**src/hdl/warp_pkg.sv**
```systemverilog
package warp_pkg;

    localparam int DATA_WIDTH = 32;
    localparam int NUM_LANES = 4;
    localparam int LANE_BITS = $clog2(NUM_LANES);
    localparam logic [LANE_BITS-1:0] LAST_LANE = LANE_BITS'(NUM_LANES - 1);
    localparam int REG_ADDR_WIDTH = 5;
    localparam int NUM_REGS = 2 ** REG_ADDR_WIDTH;
    localparam logic [REG_ADDR_WIDTH-1:0] LANE_ID_REG = REG_ADDR_WIDTH'(31); // Read-only lane index

    // Major opcode in instruction bits 31:29
    typedef enum logic [2:0] {
        OPCODE_R  = 3'b000,
        OPCODE_I  = 3'b001,
        OPCODE_F  = 3'b010,
        OPCODE_M  = 3'b011,
        OPCODE_UP = 3'b100,
        OPCODE_J  = 3'b111
    } opcode_t;

    typedef enum logic [3:0] {
        ADD, SUB, MUL, SLT, SLL, SEQ, SNEZ, MIN, ABS,
        ADDI, MULI, SLLI, SEQI,
        JAL, BEQZ, BEQO
    } alu_op_t;

    typedef enum logic [1:0] {
        ALU_OUT,
        LSU_OUT,
        IMMEDIATE
    } wb_src_t;

    typedef enum logic [2:0] {
        WARP_FETCH,
        WARP_DECODE,
        WARP_EXECUTE,
        WARP_MEMORY,
        WARP_WRITEBACK,
        WARP_DONE
    } warp_state_t;

    typedef struct packed {
        logic                      reg_write;
        logic                      mem_read;
        logic                      mem_write;
        logic                      branch;
        logic                      halt;
        logic                      scalar;
        wb_src_t                   wb_src;
        logic [DATA_WIDTH-1:0]     immediate;
        logic [REG_ADDR_WIDTH-1:0] rd;
        logic [REG_ADDR_WIDTH-1:0] rs1;
        logic [REG_ADDR_WIDTH-1:0] rs2;
        alu_op_t                   alu_op;
    } decoded_t;

    // Wishbone classic master request and slave response
    typedef struct packed {
        logic                  cyc;
        logic                  stb;
        logic                  we;
        logic [DATA_WIDTH-1:0] adr;
        logic [DATA_WIDTH-1:0] dat;
    } wb_req_t;

    typedef struct packed {
        logic                  ack;
        logic [DATA_WIDTH-1:0] dat;
    } wb_rsp_t;

endpackage
```
**src/hdl/warp_control.sv**
```systemverilog
`timescale 1ns/1ps

module warp_control (
    input  logic                            clk,
    input  logic                            reset,
    input  warp_pkg::decoded_t              decoded,
    input  logic [warp_pkg::DATA_WIDTH-1:0] fetch_data,
    input  logic                            mem_done,
    input  logic                            branch_taken,
    output warp_pkg::warp_state_t           warp_state,
    output logic [warp_pkg::DATA_WIDTH-1:0] pc,
    output logic [warp_pkg::DATA_WIDTH-1:0] instruction,
    output logic                            mem_start,
    output logic                            mem_fetch,
    output logic                            rf_write,
    output logic                            halted
);

    logic                            taken_q;
    logic [warp_pkg::DATA_WIDTH-1:0] pc_next_seq;
    logic [warp_pkg::DATA_WIDTH-1:0] branch_offset;

    // Port holds a bus request while either state lasts
    assign mem_fetch = (warp_state == warp_pkg::WARP_FETCH);
    assign mem_start = mem_fetch || (warp_state == warp_pkg::WARP_MEMORY);
    assign rf_write  = (warp_state == warp_pkg::WARP_WRITEBACK) && decoded.reg_write;
    assign halted    = (warp_state == warp_pkg::WARP_DONE);

    assign pc_next_seq   = pc + 32'd4;
    assign branch_offset = {decoded.immediate[warp_pkg::DATA_WIDTH-3:0], 2'b00}; // Word offset

    always_ff @(posedge clk) begin
        if (reset) begin
            warp_state <= warp_pkg::WARP_FETCH;
            pc         <= '0;
            taken_q    <= 1'b0;
        end else begin
            case (warp_state)
                warp_pkg::WARP_FETCH: begin
                    if (mem_done)
                        warp_state <= warp_pkg::WARP_DECODE;
                end
                warp_pkg::WARP_DECODE: warp_state <= warp_pkg::WARP_EXECUTE;
                warp_pkg::WARP_EXECUTE: begin
                    taken_q <= branch_taken;
                    if (decoded.halt)
                        warp_state <= warp_pkg::WARP_DONE;
                    else if (decoded.mem_read || decoded.mem_write)
                        warp_state <= warp_pkg::WARP_MEMORY;
                    else
                        warp_state <= warp_pkg::WARP_WRITEBACK;
                end
                warp_pkg::WARP_MEMORY: begin
                    if (mem_done)
                        warp_state <= warp_pkg::WARP_WRITEBACK;
                end
                warp_pkg::WARP_WRITEBACK: begin
                    if (decoded.alu_op == warp_pkg::JAL || taken_q)
                        pc <= pc_next_seq + branch_offset;
                    else
                        pc <= pc_next_seq;
                    warp_state <= warp_pkg::WARP_FETCH;
                end
                default: ; // WARP_DONE holds until reset
            endcase
        end
    end

    always_ff @(posedge clk) begin
        if (mem_fetch && mem_done)
            instruction <= fetch_data;
    end

endmodule

```
**config.mk**
```make
export PLATFORM = sky130hd
export DESIGN_NAME = warp_control
export DESIGN_NICKNAME = d
export VERILOG_FILES = /design/src/hdl/warp_pkg.sv /design/src/hdl/warp_control.sv
export SDC_FILE = /design/constraint.sdc
export NUM_CORES = 1
export LEC_CHECK = 0
export BUFFER_PORTS_ARGS = -buffer_cell sky130_fd_sc_hd__buf_2
export CORE_UTILIZATION = 30
export DETAILED_ROUTE_END_ITERATION = 10
export GPL_TIMING_DRIVEN = 0
export REMOVE_ABC_BUFFERS = 1
export SLEW_MARGIN = 20
export SYNTH_ARGS = -nofsm -noshare
export SYNTH_HDL_FRONTEND = slang
export SYNTH_SLANG_ARGS = --single-unit
```
**constraint.sdc**
```tcl
create_clock -name clk -period 5.2 [get_ports clk]
set_input_delay 1.56 -clock clk [delete_from_list [all_inputs] [get_ports clk]]
set_output_delay 1.56 -clock clk [all_outputs]
set_load 0.03 [all_outputs]
```
Word level (Yosys, flattened, before mapping)
Index checks and enable logic that the tools add are counted.
Widths: inputs -> output; s select.
{"block": "totals", "inputBits": 95, "ff_bits": 68, "out_inout_bits": 71}
{"block": "op_classes", "n_addsub": 2, "mux": 6, "reduce_logical": 8, "n_eq_ne": 8}
{"operator": "$add 32x3->32 const B", "count": 1}
{"operator": "$add 32x32->32", "count": 1}
{"operator": "$mux 32", "count": 1}
{"operator": "$pmux 3 s5", "count": 1}
{"operator": "$mux 3", "count": 4}
{"operator": "$eq 3x2->1 const B", "count": 2}
{"operator": "$eq 3x3->1 const B", "count": 2}
{"operator": "$reduce_bool 5->1", "count": 1}
{"operator": "$eq 4x4->1 const B", "count": 1}
{"operator": "$ne 2x2->1 const B", "count": 2}
{"operator": "$eq 3x1->1 const B", "count": 1}
{"operator": "$logic_not 3->1", "count": 1}
{"operator": "$logic_or 1x1->1", "count": 3}
{"operator": "$reduce_and 3->1", "count": 1}
{"operator": "$logic_and 1x1->1", "count": 2}

Depth between registers and ports, before layout
Gate-level depths: netlist of run 1.
{"block": "depth", "word_depth": 4, "ltp_mapped": 18, "ltp_nobuf": 17}

Worst setup path after synthesis of run 1
No wires, ideal clock.
{"block": "synth_path", "path_type": "register to register", "from": "register pc[7] (netlist bit)", "to": "register pc[31] (netlist bit)", "synth_period_minus_slack_ns": 4.072, "required_ns": 5.077, "arrival_ns": 3.949, "setup_ns": 0.123, "path_stages_with_launch": 16, "setup_slack_ns": 1.128, "cell_sequence": "dfxtp_1 > and3_4 > nand3_4 > nor4_2 > and4_1 > nand4_1 > xnor2_1 > ha_1 > a21o_1 > a21o_1 > a21oi_1 > o31ai_1 > or4_1 > o211a_1 > mux2i_1 > mux2_1"}
{"block": "synth_via", "elab_chain_cells": 3}
{"item": "start, declared", "line_no": "warp_control.sv:11", "rtl": "output logic [warp_pkg::DATA_WIDTH-1:0] pc,"}
{"item": "start signal, assigned", "line_no": "warp_control.sv:59", "rtl": "pc <= pc_next_seq + branch_offset;"}
{"item": "start signal, assigned", "line_no": "warp_control.sv:61", "rtl": "pc <= pc_next_seq;"}
{"item": "$add 32x3->32 (*)", "line_no": "warp_control.sv:29", "rtl": "assign pc_next_seq = pc + 32'd4;"}
{"item": "$add 32x32->32", "line_no": "warp_control.sv:59"}
{"item": "$mux 32 (*)", "line_no": "warp_control.sv:58", "rtl": "if (decoded.alu_op == warp_pkg::JAL || taken_q)"}
Mark *: on every way between the ends. The rest lies on a longest branch, timed or not.
A chain may end at the register's enable or synchronous reset.

Final worst setup path of run 1
Ends and elaborated chain as after synthesis.

==> metrics.md, run 1 <==
| Metric | Value |
|---|---|
| Dpl cells | `895` |
| Row count | `46` |
| Core Region | `0.01583 mm^2` |
| P_leak | `2.648 nW` |
| Starting density of the core | `30.65%` |
| Sequential fraction of the synthesis area | `33.84%` |
| Crit path DAT | `4.71 ns` |
| Full die area | `0.01668 mm^2` |
| Initial antenna violation count | `0` |
| Post-Route Utilization | `38.38%` |
| Post-CTS setup buffer count | `0` |
| Number of port buffers | `142` |
| Hold slack final | `0.5070 ns` |
| Fin Setup TNS | `0 ns` |
| Top Ports | `166` |
| Synth warn | `0` |
| Top_reg_cell synth | `dfxtp_1` |
| HP Start | `taken_q` |
| Synthesized area | `0.004851 mm^2` |
| Worst-path clk slew | `0.06 ns` |
| Flops & latches, synth | `66` |
| Pre-CTS setup slack | `0.7191 ns` |
| Final wirelength | `13.86 mm` |
| DRT Pass-1 Iters | `4` |
| Period utilization | `86.36%` |
| Number of global-route vias before repair | `4,196` |
| Gr ovfl total | `0` |
| Largest net degree at the start of global routing | `37` |
| Crit path capture type | `flip-flop` |
| Post-CTS Resized | `0` |
| MaxCap Viol Count | `0` |
| Initial drt markers | `206` |
| Critical Setup Path Class | `flip-flop to flip-flop` |
| Max VDD drop | `0.0001203 V` |
| Area grow syn2layout | `25.23%` |
| Layout cells sized above 1 | `25.47%` |
| Die width | `129.2 um` |
| Worst slew pin tran | `0.7689 ns` |
| Synth Instances | `561` |
| Mean Syn Cell Area | `8.647 um^2` |
| Worst EP required | `5.42 ns` |
| Nets@finish | `823` |
| Gpl congestion | `0.8091` |
| N_diodes | `0` |
| Max-slew headroom | `48.74%` |
| Max Fanout on Critical Path | `8` |
| Die H | `129.2 um` |
| DP HPWL | `10.66 mm` |
| CTS buffer count | `9` |
| CTS max path bufs | `2` |
| Fin crit period | `4.491 ns` |
| # hold bufs at CTS | `0` |
| GRT Total Usage | `16.20%` |
| CP Launch Type | `flip-flop` |
| Layout Cells excl Fill | `911` |
| RSZ-0062 raised after global routing | `false` |
| Fillers | `1,605` |
| CTS Root Cell | `clkbuf_16` |
| Drt drc | `0` |
| Worst Hold Class | `flip-flop to flip-flop` |
| Critical Path Start | `pc[7]` |
| Htree depth | `3` |
| Critical R2R Launch | `pc[7]` |
| Clock sink total | `66` |
| Fin. Hold Viols | `0` |
| FMAX | `222.7 MHz` |
| WL per Instance | `15.21 um` |
| Via count | `4,591` |
| First-pass GRT wire length | `20.90 mm` |
| Final ANT Viol Nets | `0` |
| Slew Viols, Final | `0` |
| Routed vias/inst | `5.040` |
| Power per Cell Area | `229.2 mW/mm^2` |
| TritonCTS clock tree | `built` |
| Status | `complete, no violations` |
| Netlist cell types | `62` |
| Final setup violation count | `0` |
| Worst-Skew Late Latency | `0.33 ns` |
| Max Clock Skew | `0.01049 ns` |
| Async set-reset flop share out of synthesis | `0%` |
| Setup ws final | `0.7095 ns` |
| Number of synthesized flops with an enable pin | `32` |
[metal layers]
metal / global-route usage, % / up-vias / wire length (um)
li1: - / 2334 / -
met1: 20.29 / 2086 / 6326
met2: 27.55 / 154 / 6348
met3: 3.633 / 17 / 1001
met4: 5.121 / 0 / 183
met5: 0 / - / 0
[cells in the final DEF, fill, tap and decap left out, types with 7 or more instances in the layout]
master,n
clkbuf_16,9
nand2_1,50
a211oi_1,11
dfxtp_1,34
o21ai_0,31
nor2_1,41
inv_1,15
xor2_1,17
ha_1,37
nand3_1,21
nor3_1,13
xnor2_1,33
nand4_1,11
buf_2,142
and2_1,7
a21o_1,22
and3_1,8
a21oi_1,52
a22oi_1,7
edfxtp_1,32
[state kept, by name (all words and copies together), names as in the netlist]
signal / flops
instruction: 32
pc: 30
warp_state: 3
taken_q: 1
[worst max-delay path: stages, from the launching register on]
cell and delay [ns]:
dfxtp_1 0.47, and3_4 0.28, nand3_4 0.14, nor4_2 0.46
and4_1 0.34, nand4_1 0.13, xnor2_1 0.31, ha_1 0.38
a21o_1 0.21, a21o_1 0.18, a21oi_1 0.15, o31ai_1 0.11
or4_1 0.41, o211a_1 0.26, mux2i_1 0.20, mux2_1 0.34
[Yosys cell counts (11+ instances only)]
cell	n	area share [%]
a211oi_1	11	1.7
a21o_1	22	3.4
a21oi_1	52	5.4
clkbuf_1	23	1.8
dfxtp_1	34	14
edfxtp_1	32	20
ha_1	37	9.5
inv_1	15	1.2
nand2_1	50	3.9
nand3_1	21	2.2
nand4_1	11	1.4
nor2_1	42	3.2
nor3_1	13	1.3
o21ai_0	31	3.2
xnor2_1	33	6.0
xor2_1	17	3.1
[kinds of logic (layout without fill, tap and decap cells)]
| family | after synthesis | in the layout | synth area share, % |
|---|---|---|---|
| XOR/XNOR | 50 | 50 | 9.028 |
| buffers and inverters | 43 | 176 | 3.507 |
| other | 1 | 2 | 0.07731 |
| multiplexers | 2 | 2 | 0.4385 |
| adder cells (fa/ha/maj) | 38 | 38 | 9.956 |
| flip-flops | 66 | 66 | 33.84 |
| AO/OA/AOI/OAI | 173 | 173 | 23.08 |
| AND/OR/NAND/NOR | 188 | 188 | 20.07 |
[report_power, final]
group	internal [mW]	total, mW	switching [mW]	leakage (nW)
Sequential	0.576	0.592	0.0155	0.578
Clock	0.333	0.550	0.217	0.131
Combinational	0.0870	0.251	0.164	1.94
[final cells by class]
type | count | area, um^2 | area share [%]
Tap cell | 216 | 270.3 | 4.449
Clock inverter | 5 | 30.03 | 0.4943
Sequential cell | 66 | 1642 | 27.02
Inverter | 16 | 60.06 | 0.9887
Multi-Input combinational cell | 453 | 3072 | 50.57
Timing Repair Buffer | 144 | 758.2 | 12.48
Clock buffer | 11 | 242.7 | 3.996
[worst paths after layout]
kind                            endpoint  slack [ns]  cells past startpoint
worst max-delay path              pc[31]        0.71                     15
worst min-delay path             taken_q        0.51                      2
worst max register to register    pc[31]        0.71                     15
worst min register to register   taken_q        0.51                      2
[through the flow]
stage                     area, um^2  total power [mW]
after global routing            6075             1.451
after global placement          5725            0.8465
after floorplan                 4745            0.7584
after detailed placement        5801            0.8543
after CTS                       6073             1.412
final                           6075             1.393
Power figures use the tool's default switching activity.
==> inputs of run 2 (changes only) <==
- CAP_MARGIN: not set -> 15
- clock period: 5.2 -> 4.2 ns (I/O delays scaled with it)
==> metrics.md, run 2 (synthesized netlist as in run 1, its figures left out) <==
| Metric | Value |
|---|---|
| Status | `complete, no violations` |
| Crit path capture type | `flip-flop` |
| Critical Path Start | `pc[4]` |
| FF-to-FF path depth | `15 (unchanged)` |
| Max VDD drop | `0.0001463 V (+22%)` |
| Critical path's slowest cell | `or4_1` |
| Critical Setup Path Class | `flip-flop to flip-flop` |
| Fin. Hold Viols | `0 (unchanged)` |
| Critical R2R Launch | `pc[4]` |
| TritonCTS clock tree | `built` |
| Area grow syn2layout | `29.66%` |
| CP Launch Type | `flip-flop` |
| CTS buffer count | `9 (unchanged)` |
| DP HPWL | `10.66 mm (unchanged)` |
| Crit-path cells | `and3_4 > nand3_2 > nor4_4 > nand3_2 > buf_4 > nor2_2 > xor2_2 > ha_2 > o21a_1 > nor2_2 > o31ai_2 > or4_1 > o211a_1 > mux2i_1 > mux2_1` |
| Critical Path Sink | `pc[31]` |
| Final instance area | `0.006290 mm^2 (+3.5%)` |
| Worst slew pin tran | `0.7853 ns (+0.01645 ns)` |
| Core Region | `0.01583 mm^2 (unchanged)` |
| Worst r2r dst | `pc[31]` |
| N_diodes | `0 (unchanged)` |
| CP peak stage delay | `0.41 ns (-0.06 ns)` |
| Nets@finish | `833 (+1.2%)` |
| Number of global-route vias before repair | `4,195 (-0.024%)` |
| Final setup violation count | `0 (unchanged)` |
| Via count | `4,651 (+1.3%)` |
| WL per Instance | `15.15 um (-0.43%)` |
| Max Fanout on Critical Path | `7 (-1)` |
| Row count | `46 (unchanged)` |
| Gr ovfl total | `0 (unchanged)` |
| Clock sink total | `66 (unchanged)` |
| First-pass GRT wire length | `20.90 mm (unchanged)` |
| P_leak | `2.747 nW (+3.7%)` |
| Number of port buffers | `142 (unchanged)` |
| Max-slew headroom | `47.64% (-1.1 points)` |
| Htree depth | `3 (unchanged)` |
| Die H | `129.2 um (unchanged)` |
| Number of flip-flops in the largest register | `32 (unchanged)` |
| Worst-Skew Late Latency | `0.33 ns (about the same)` |
| Final wirelength | `13.95 mm (+0.66%)` |
| FMAX | `249.9 MHz (+12%)` |
| Period utilization | `95.29% (+8.9 points)` |
| Gpl congestion | `0.8091 (unchanged)` |
| Commonest non-fill, non-tap cell in the layout | `buf_2` |
| Slew Viols, Final | `0 (unchanged)` |
| Pre-CTS setup slack | `-0.2809 ns (-1.000 ns)` |
| DRT Pass-1 Iters | `4 (unchanged)` |
| Placed Instance Area | `0.005801 mm^2 (unchanged)` |
| Die width | `129.2 um (unchanged)` |
| FF-to-FF setup slack | `0.20 ns (-0.51 ns)` |
| Power per Cell Area | `274.7 mW/mm^2 (+20%)` |
| Drt drc | `0 (unchanged)` |
| Worst EP required | `4.42 ns (-1.00 ns)` |
| CTS Root Cell | `clkbuf_16` |
| Initial drt markers | `229 (+11%)` |
| Worst-path clk slew | `0.06 ns (about the same)` |
| Max Clock Skew | `0.01092 ns (+0.0004354 ns)` |
| Crit path DAT | `4.22 ns (-0.49 ns)` |
| MaxCap Viol Count | `0 (unchanged)` |
| CTS max path bufs | `2 (unchanged)` |
| Final ANT Viol Nets | `0 (unchanged)` |
| Commonest non-fill, non-tap cells in the layout | `buf_2 (142), a21oi_1 (51), nand2_1 (50)` |
| Setup ws final | `0.1979 ns (-0.5116 ns)` |
| Starting density of the core | `30.65% (unchanged)` |
| Fin crit period | `4.002 ns (-0.4884 ns)` |
| Layout cells sized above 1 | `30.07% (+4.6 points)` |
| Worst Hold Class | `flip-flop to flip-flop` |
| Routed vias/inst | `5.050 (+0.21%)` |
| Most flops, register | `instruction` |
| Top Ports | `166 (unchanged)` |
| Largest net degree at the start of global routing | `37 (unchanged)` |
| GRT Total Usage | `16.21% (about the same)` |
| Initial antenna violation count | `0 (unchanged)` |
| Largest registers | `instruction (32), pc (30), warp_state (3)` |
| Full die area | `0.01668 mm^2 (unchanged)` |
[run 2: changes by cell type in the layout (fill, tap and decap cells not counted), moves of 2 or more]
cell | before | now
buf_4 | 0 | 10
dfxtp_1 | 34 | 26
dfxtp_2 | 0 | 6
ha_1 | 37 | 33
ha_2 | 0 | 3
nor2_1 | 41 | 38
dfxtp_4 | 0 | 2
nor2_2 | 0 | 2
nor4_4 | 1 | 3
xnor2_1 | 33 | 31
xnor2_2 | 0 | 2
[run 2: metal layers]
metal	up-vias	wire length [um]	GRT usage [%]
li1	2358	-	-
met1	2122	6252	20.29
met2	158	6563	27.58
met3	13	981	3.633
met4	0	153	5.121
met5	-	0	0
[run 2: metrics by stage]
stage          util, %  hold WS (ns)  cells  power [mW]  setup TNS (ns)
5_1_grt          39.74        0.5400    921       1.800        -0.02469
3_3_place_gp     36.17        0.4689    893       1.048          -11.50
2_1_floorplan        -        0.4431    535      0.9389               0
6_report         39.74        0.5067    921       1.728               0
3_5_place_dp     36.65        0.5119    895       1.058         -0.3966
4_1_cts          38.61        0.5197    912       1.748               0
[run 2: how the worst min path moves through the flow]
stage | to | from | cells after the start | slack, ns
3_3_place_gp | taken_q | taken_q | 2 | 0.47
6_report | taken_q | taken_q | 2 | 0.51
3_5_place_dp | taken_q | taken_q | 2 | 0.51
5_1_grt | taken_q | taken_q | 2 | 0.54
2_1_floorplan | taken_q | taken_q | 2 | 0.44
4_1_cts | taken_q | taken_q | 2 | 0.52
[run 2: cell type report]
type,instances,area [um^2]
clock buffer,11,242.7
clock inverter,5,30.03
fill,1587,9538
inverter,16,60.06
multi-input combinational,453,3197
sequential,66,1657
tap,216,270.3
timing repair buffer,154,833.3
[run 2: report_power, final]
| group | switching [mW] | internal (mW) |
|---|---|---|
| Sequential | 0.0197 | 0.713 |
| Clock | 0.270 | 0.412 |
| Combinational | 0.204 | 0.109 |
[run 2: what timing repair did]
| action | CTS | global route |
|---|---|---|
| gates cloned | 0 | 0 |
| resized for setup | 8 | 28 |
| pin swaps | 1 | 5 |
| hold endpoints to repair | 0 | 0 |
| setup buffers | 1 | 9 |
| hold buffers | 0 | 0 |
| endpoints found under the setup margin | 2 | 4 |
[run 2: worst max-delay path, delay by kind of cell (launching register included)]
| kind | cells | cell delay (ns) |
|---|---|---|
| simple gates | 7 | 1.67 |
| compound gates | 3 | 0.58 |
| mux | 2 | 0.54 |
| flops | 1 | 0.39 |
| fa+ha+maj | 1 | 0.33 |
| buf+inv | 1 | 0.20 |
| xor+xnor | 1 | 0.19 |
==> inputs of run 3 (changes only) <==
- PLACE_DENSITY: not set -> 0.48
==> metrics.md, run 3 (synthesized netlist as in run 1, its figures left out) <==
| Metric | Value |
|---|---|
| Status | `finished, violations left` |
| Failing checks | `DRC` |
| Full die area | `0.01668 mm^2 (unchanged)` |
| Top Ports | `166 (unchanged)` |
| Final instance area | `0.006279 mm^2 (-0.18%)` |
| Row count | `46 (unchanged)` |
| Period utilization | `96.33% (+1.0 points)` |
| Crit-path cells | `and3_4 > nand3_4 > nor4_4 > nand3_2 > buf_4 > xnor2_1 > ha_1 > o21a_1 > o21a_1 > o21ai_0 > a31o_2 > a31oi_1 > o2111ai_1 > o211a_1 > mux2i_2 > mux2_1` |
| Number of global-route vias before repair | `4,423 (+5.4%)` |
| Initial antenna violation count | `0 (unchanged)` |
| Critical Setup Path Class | `flip-flop to flip-flop` |
| P_leak | `2.754 nW (+0.26%)` |
| Nets@finish | `830 (-0.36%)` |
| Clock sink total | `66 (unchanged)` |
| Routed vias/inst | `5.102 (+1.0%)` |
| Max Clock Skew | `0.008074 ns (-0.002847 ns)` |
| Final setup violation count | `0 (unchanged)` |
| Fin crit period | `4.046 ns (+0.04387 ns)` |
| MaxCap Viol Count | `0 (unchanged)` |
| Worst slew pin tran | `0.8055 ns (+0.02018 ns)` |
| GRT Total Usage | `17.88% (+1.7 points)` |
| Fin. Hold Viols | `0 (unchanged)` |
| Worst-Skew Late Latency | `0.33 ns (about the same)` |
| Layout Cells excl Fill | `918 (-0.33%)` |
| Worst-path clk slew | `0.06 ns (about the same)` |
| FF-to-FF path depth | `16 (+1)` |
| Max VDD drop | `0.0001628 V (+11%)` |
| Commonest non-fill, non-tap cell in the layout | `buf_2` |
| Slew Viols, Final | `0 (unchanged)` |
| Area grow syn2layout | `29.43%` |
| Max-slew headroom | `46.30% (-1.3 points)` |
| Gpl congestion | `0.8486 (+4.9%)` |
| Final ANT Viol Nets | `0 (unchanged)` |
| Max Fanout on Critical Path | `7 (unchanged)` |
| CP peak stage delay | `0.39 ns (-0.02 ns)` |
| Crit path capture type | `flip-flop` |
| CTS max path bufs | `2 (unchanged)` |
| Dpl cells | `895 (unchanged)` |
| CP Launch Type | `flip-flop` |
| WL per Instance | `16.31 um (+7.7%)` |
| RSZ-0062 raised after global routing | `true` |
| Number of flip-flops in the largest register | `32 (unchanged)` |
| FMAX | `247.2 MHz (-1.1%)` |
| Drt drc | `1 (+1)` |
| Fillers | `1,637 (+3.2%)` |
| Layout cells sized above 1 | `29.49% (-0.58 points)` |
| Starting density of the core | `30.65% (unchanged)` |
| Hold path depth | `2 (unchanged)` |
| Final wirelength | `14.97 mm (+7.3%)` |
| Post-Route Utilization | `39.67% (-0.071 points)` |
| Critical path's slowest cell | `dfxtp_4` |
| Most flops, register | `instruction` |
| # hold bufs at CTS | `0 (unchanged)` |
| Power per Cell Area | `298.2 mW/mm^2 (+8.6%)` |
| Die H | `129.2 um (unchanged)` |
| DP HPWL | `11.49 mm (+7.8%)` |
| First-pass GRT wire length | `22.99 mm (+10%)` |
| N_diodes | `0 (unchanged)` |
| Core Region | `0.01583 mm^2 (unchanged)` |
| Initial drt markers | `218 (-4.8%)` |
| Htree depth | `3 (unchanged)` |
| Via count | `4,684 (+0.71%)` |
| Commonest non-fill, non-tap cells in the layout | `buf_2 (142), a21oi_1 (51), nand2_1 (50)` |
| Placed Instance Area | `0.005802 mm^2 (about the same)` |
| Largest registers | `instruction (32), pc (30), warp_state (3)` |
| CTS buffer count | `9 (unchanged)` |
| Gr ovfl total | `0 (unchanged)` |
| DRT Pass-1 Iters | `8 (+4)` |
| Largest net degree at the start of global routing | `37 (unchanged)` |
| Most used cell, CP | `o21a_1` |
| Worst EP required | `4.42 ns (about the same)` |
| Number of port buffers | `142 (unchanged)` |
| Worst Hold Class | `flip-flop to flip-flop` |
| TritonCTS clock tree | `built` |
| Die width | `129.2 um (unchanged)` |
| Fin Setup TNS | `0 ns (unchanged)` |
| CTS Root Cell | `clkbuf_16` |
| Crit path DAT | `4.26 ns (+0.04 ns)` |
run 3: changes by cell type in the layout (fill, tap and decap cells not counted), sizes merged:
cell    delta
inv        +2
clkinv     -2
clkbuf     -2
buf        -3
bufinv     +2
run 3: what timing repair did:
item                                    4_1_cts  5_1_grt
resized for setup                            11       16
pin swaps                                     1        3
setup buffers                                 1        6
endpoints found under the setup margin        2        3
run 3: worst max-delay path, delay by kind of cell (launching register included):
family	cells	cell delay, ns
mux	2	0.57
simple gates	4	0.88
compound gates	7	1.20
flops	1	0.39
xor+xnor	1	0.33
buf+inv	1	0.17
fa+ha+maj	1	0.39
run 3: layout make-up:
cell class                 count  area (um^2)  area share, %
timing repair buffer         151        810.8          12.91
clock inverter                 7        101.3          1.614
tap                          216        270.3          4.305
multi-input combinational    453         3157          50.28
inverter                      16        60.06         0.9566
sequential                    66         1654          26.35
clock buffer                   9        225.2          3.587
run 3: final timing paths:
path / start / to / slack, ns
hold reg to reg: pc[6] / pc[6] / 0.53
setup / recovery: pc[7] / pc[31] / 0.15
hold / removal: pc[6] / pc[6] / 0.53
setup reg to reg: pc[7] / pc[31] / 0.15
run 3: routing by layer:
| layer | vias to the layer above | track usage (%) | share of wire, % |
|---|---|---|---|
| li1 | 2351 | - | - |
| met1 | 2150 | 23.20 | 47 |
| met2 | 170 | 30.20 | 46 |
| met3 | 13 | 2.477 | 5.7 |
| met4 | 0 | 6.505 | 1.4 |
| met5 | - | 0 | 0 |
run 3: power breakdown:
| group | internal (mW) | switching [mW] | total [mW] |
|---|---|---|---|
| Sequential | 0.713 | 0.0204 | 0.733 |
| Combinational | 0.109 | 0.207 | 0.316 |
| Clock | 0.525 | 0.298 | 0.823 |
run 3: stage by stage:
stage / setup WS, ns / hold WS, ns / power (mW)
after CTS: -0.01045 / 0.5386 / 1.900
after global placement: -1.015 / 0.5278 / 1.053
after detailed placement: -0.3412 / 0.5439 / 1.063
after floorplan: 0.1254 / 0.4431 / 0.9389
final: 0.1540 / 0.5261 / 1.872
after global routing: -0.01945 / 0.5513 / 1.948
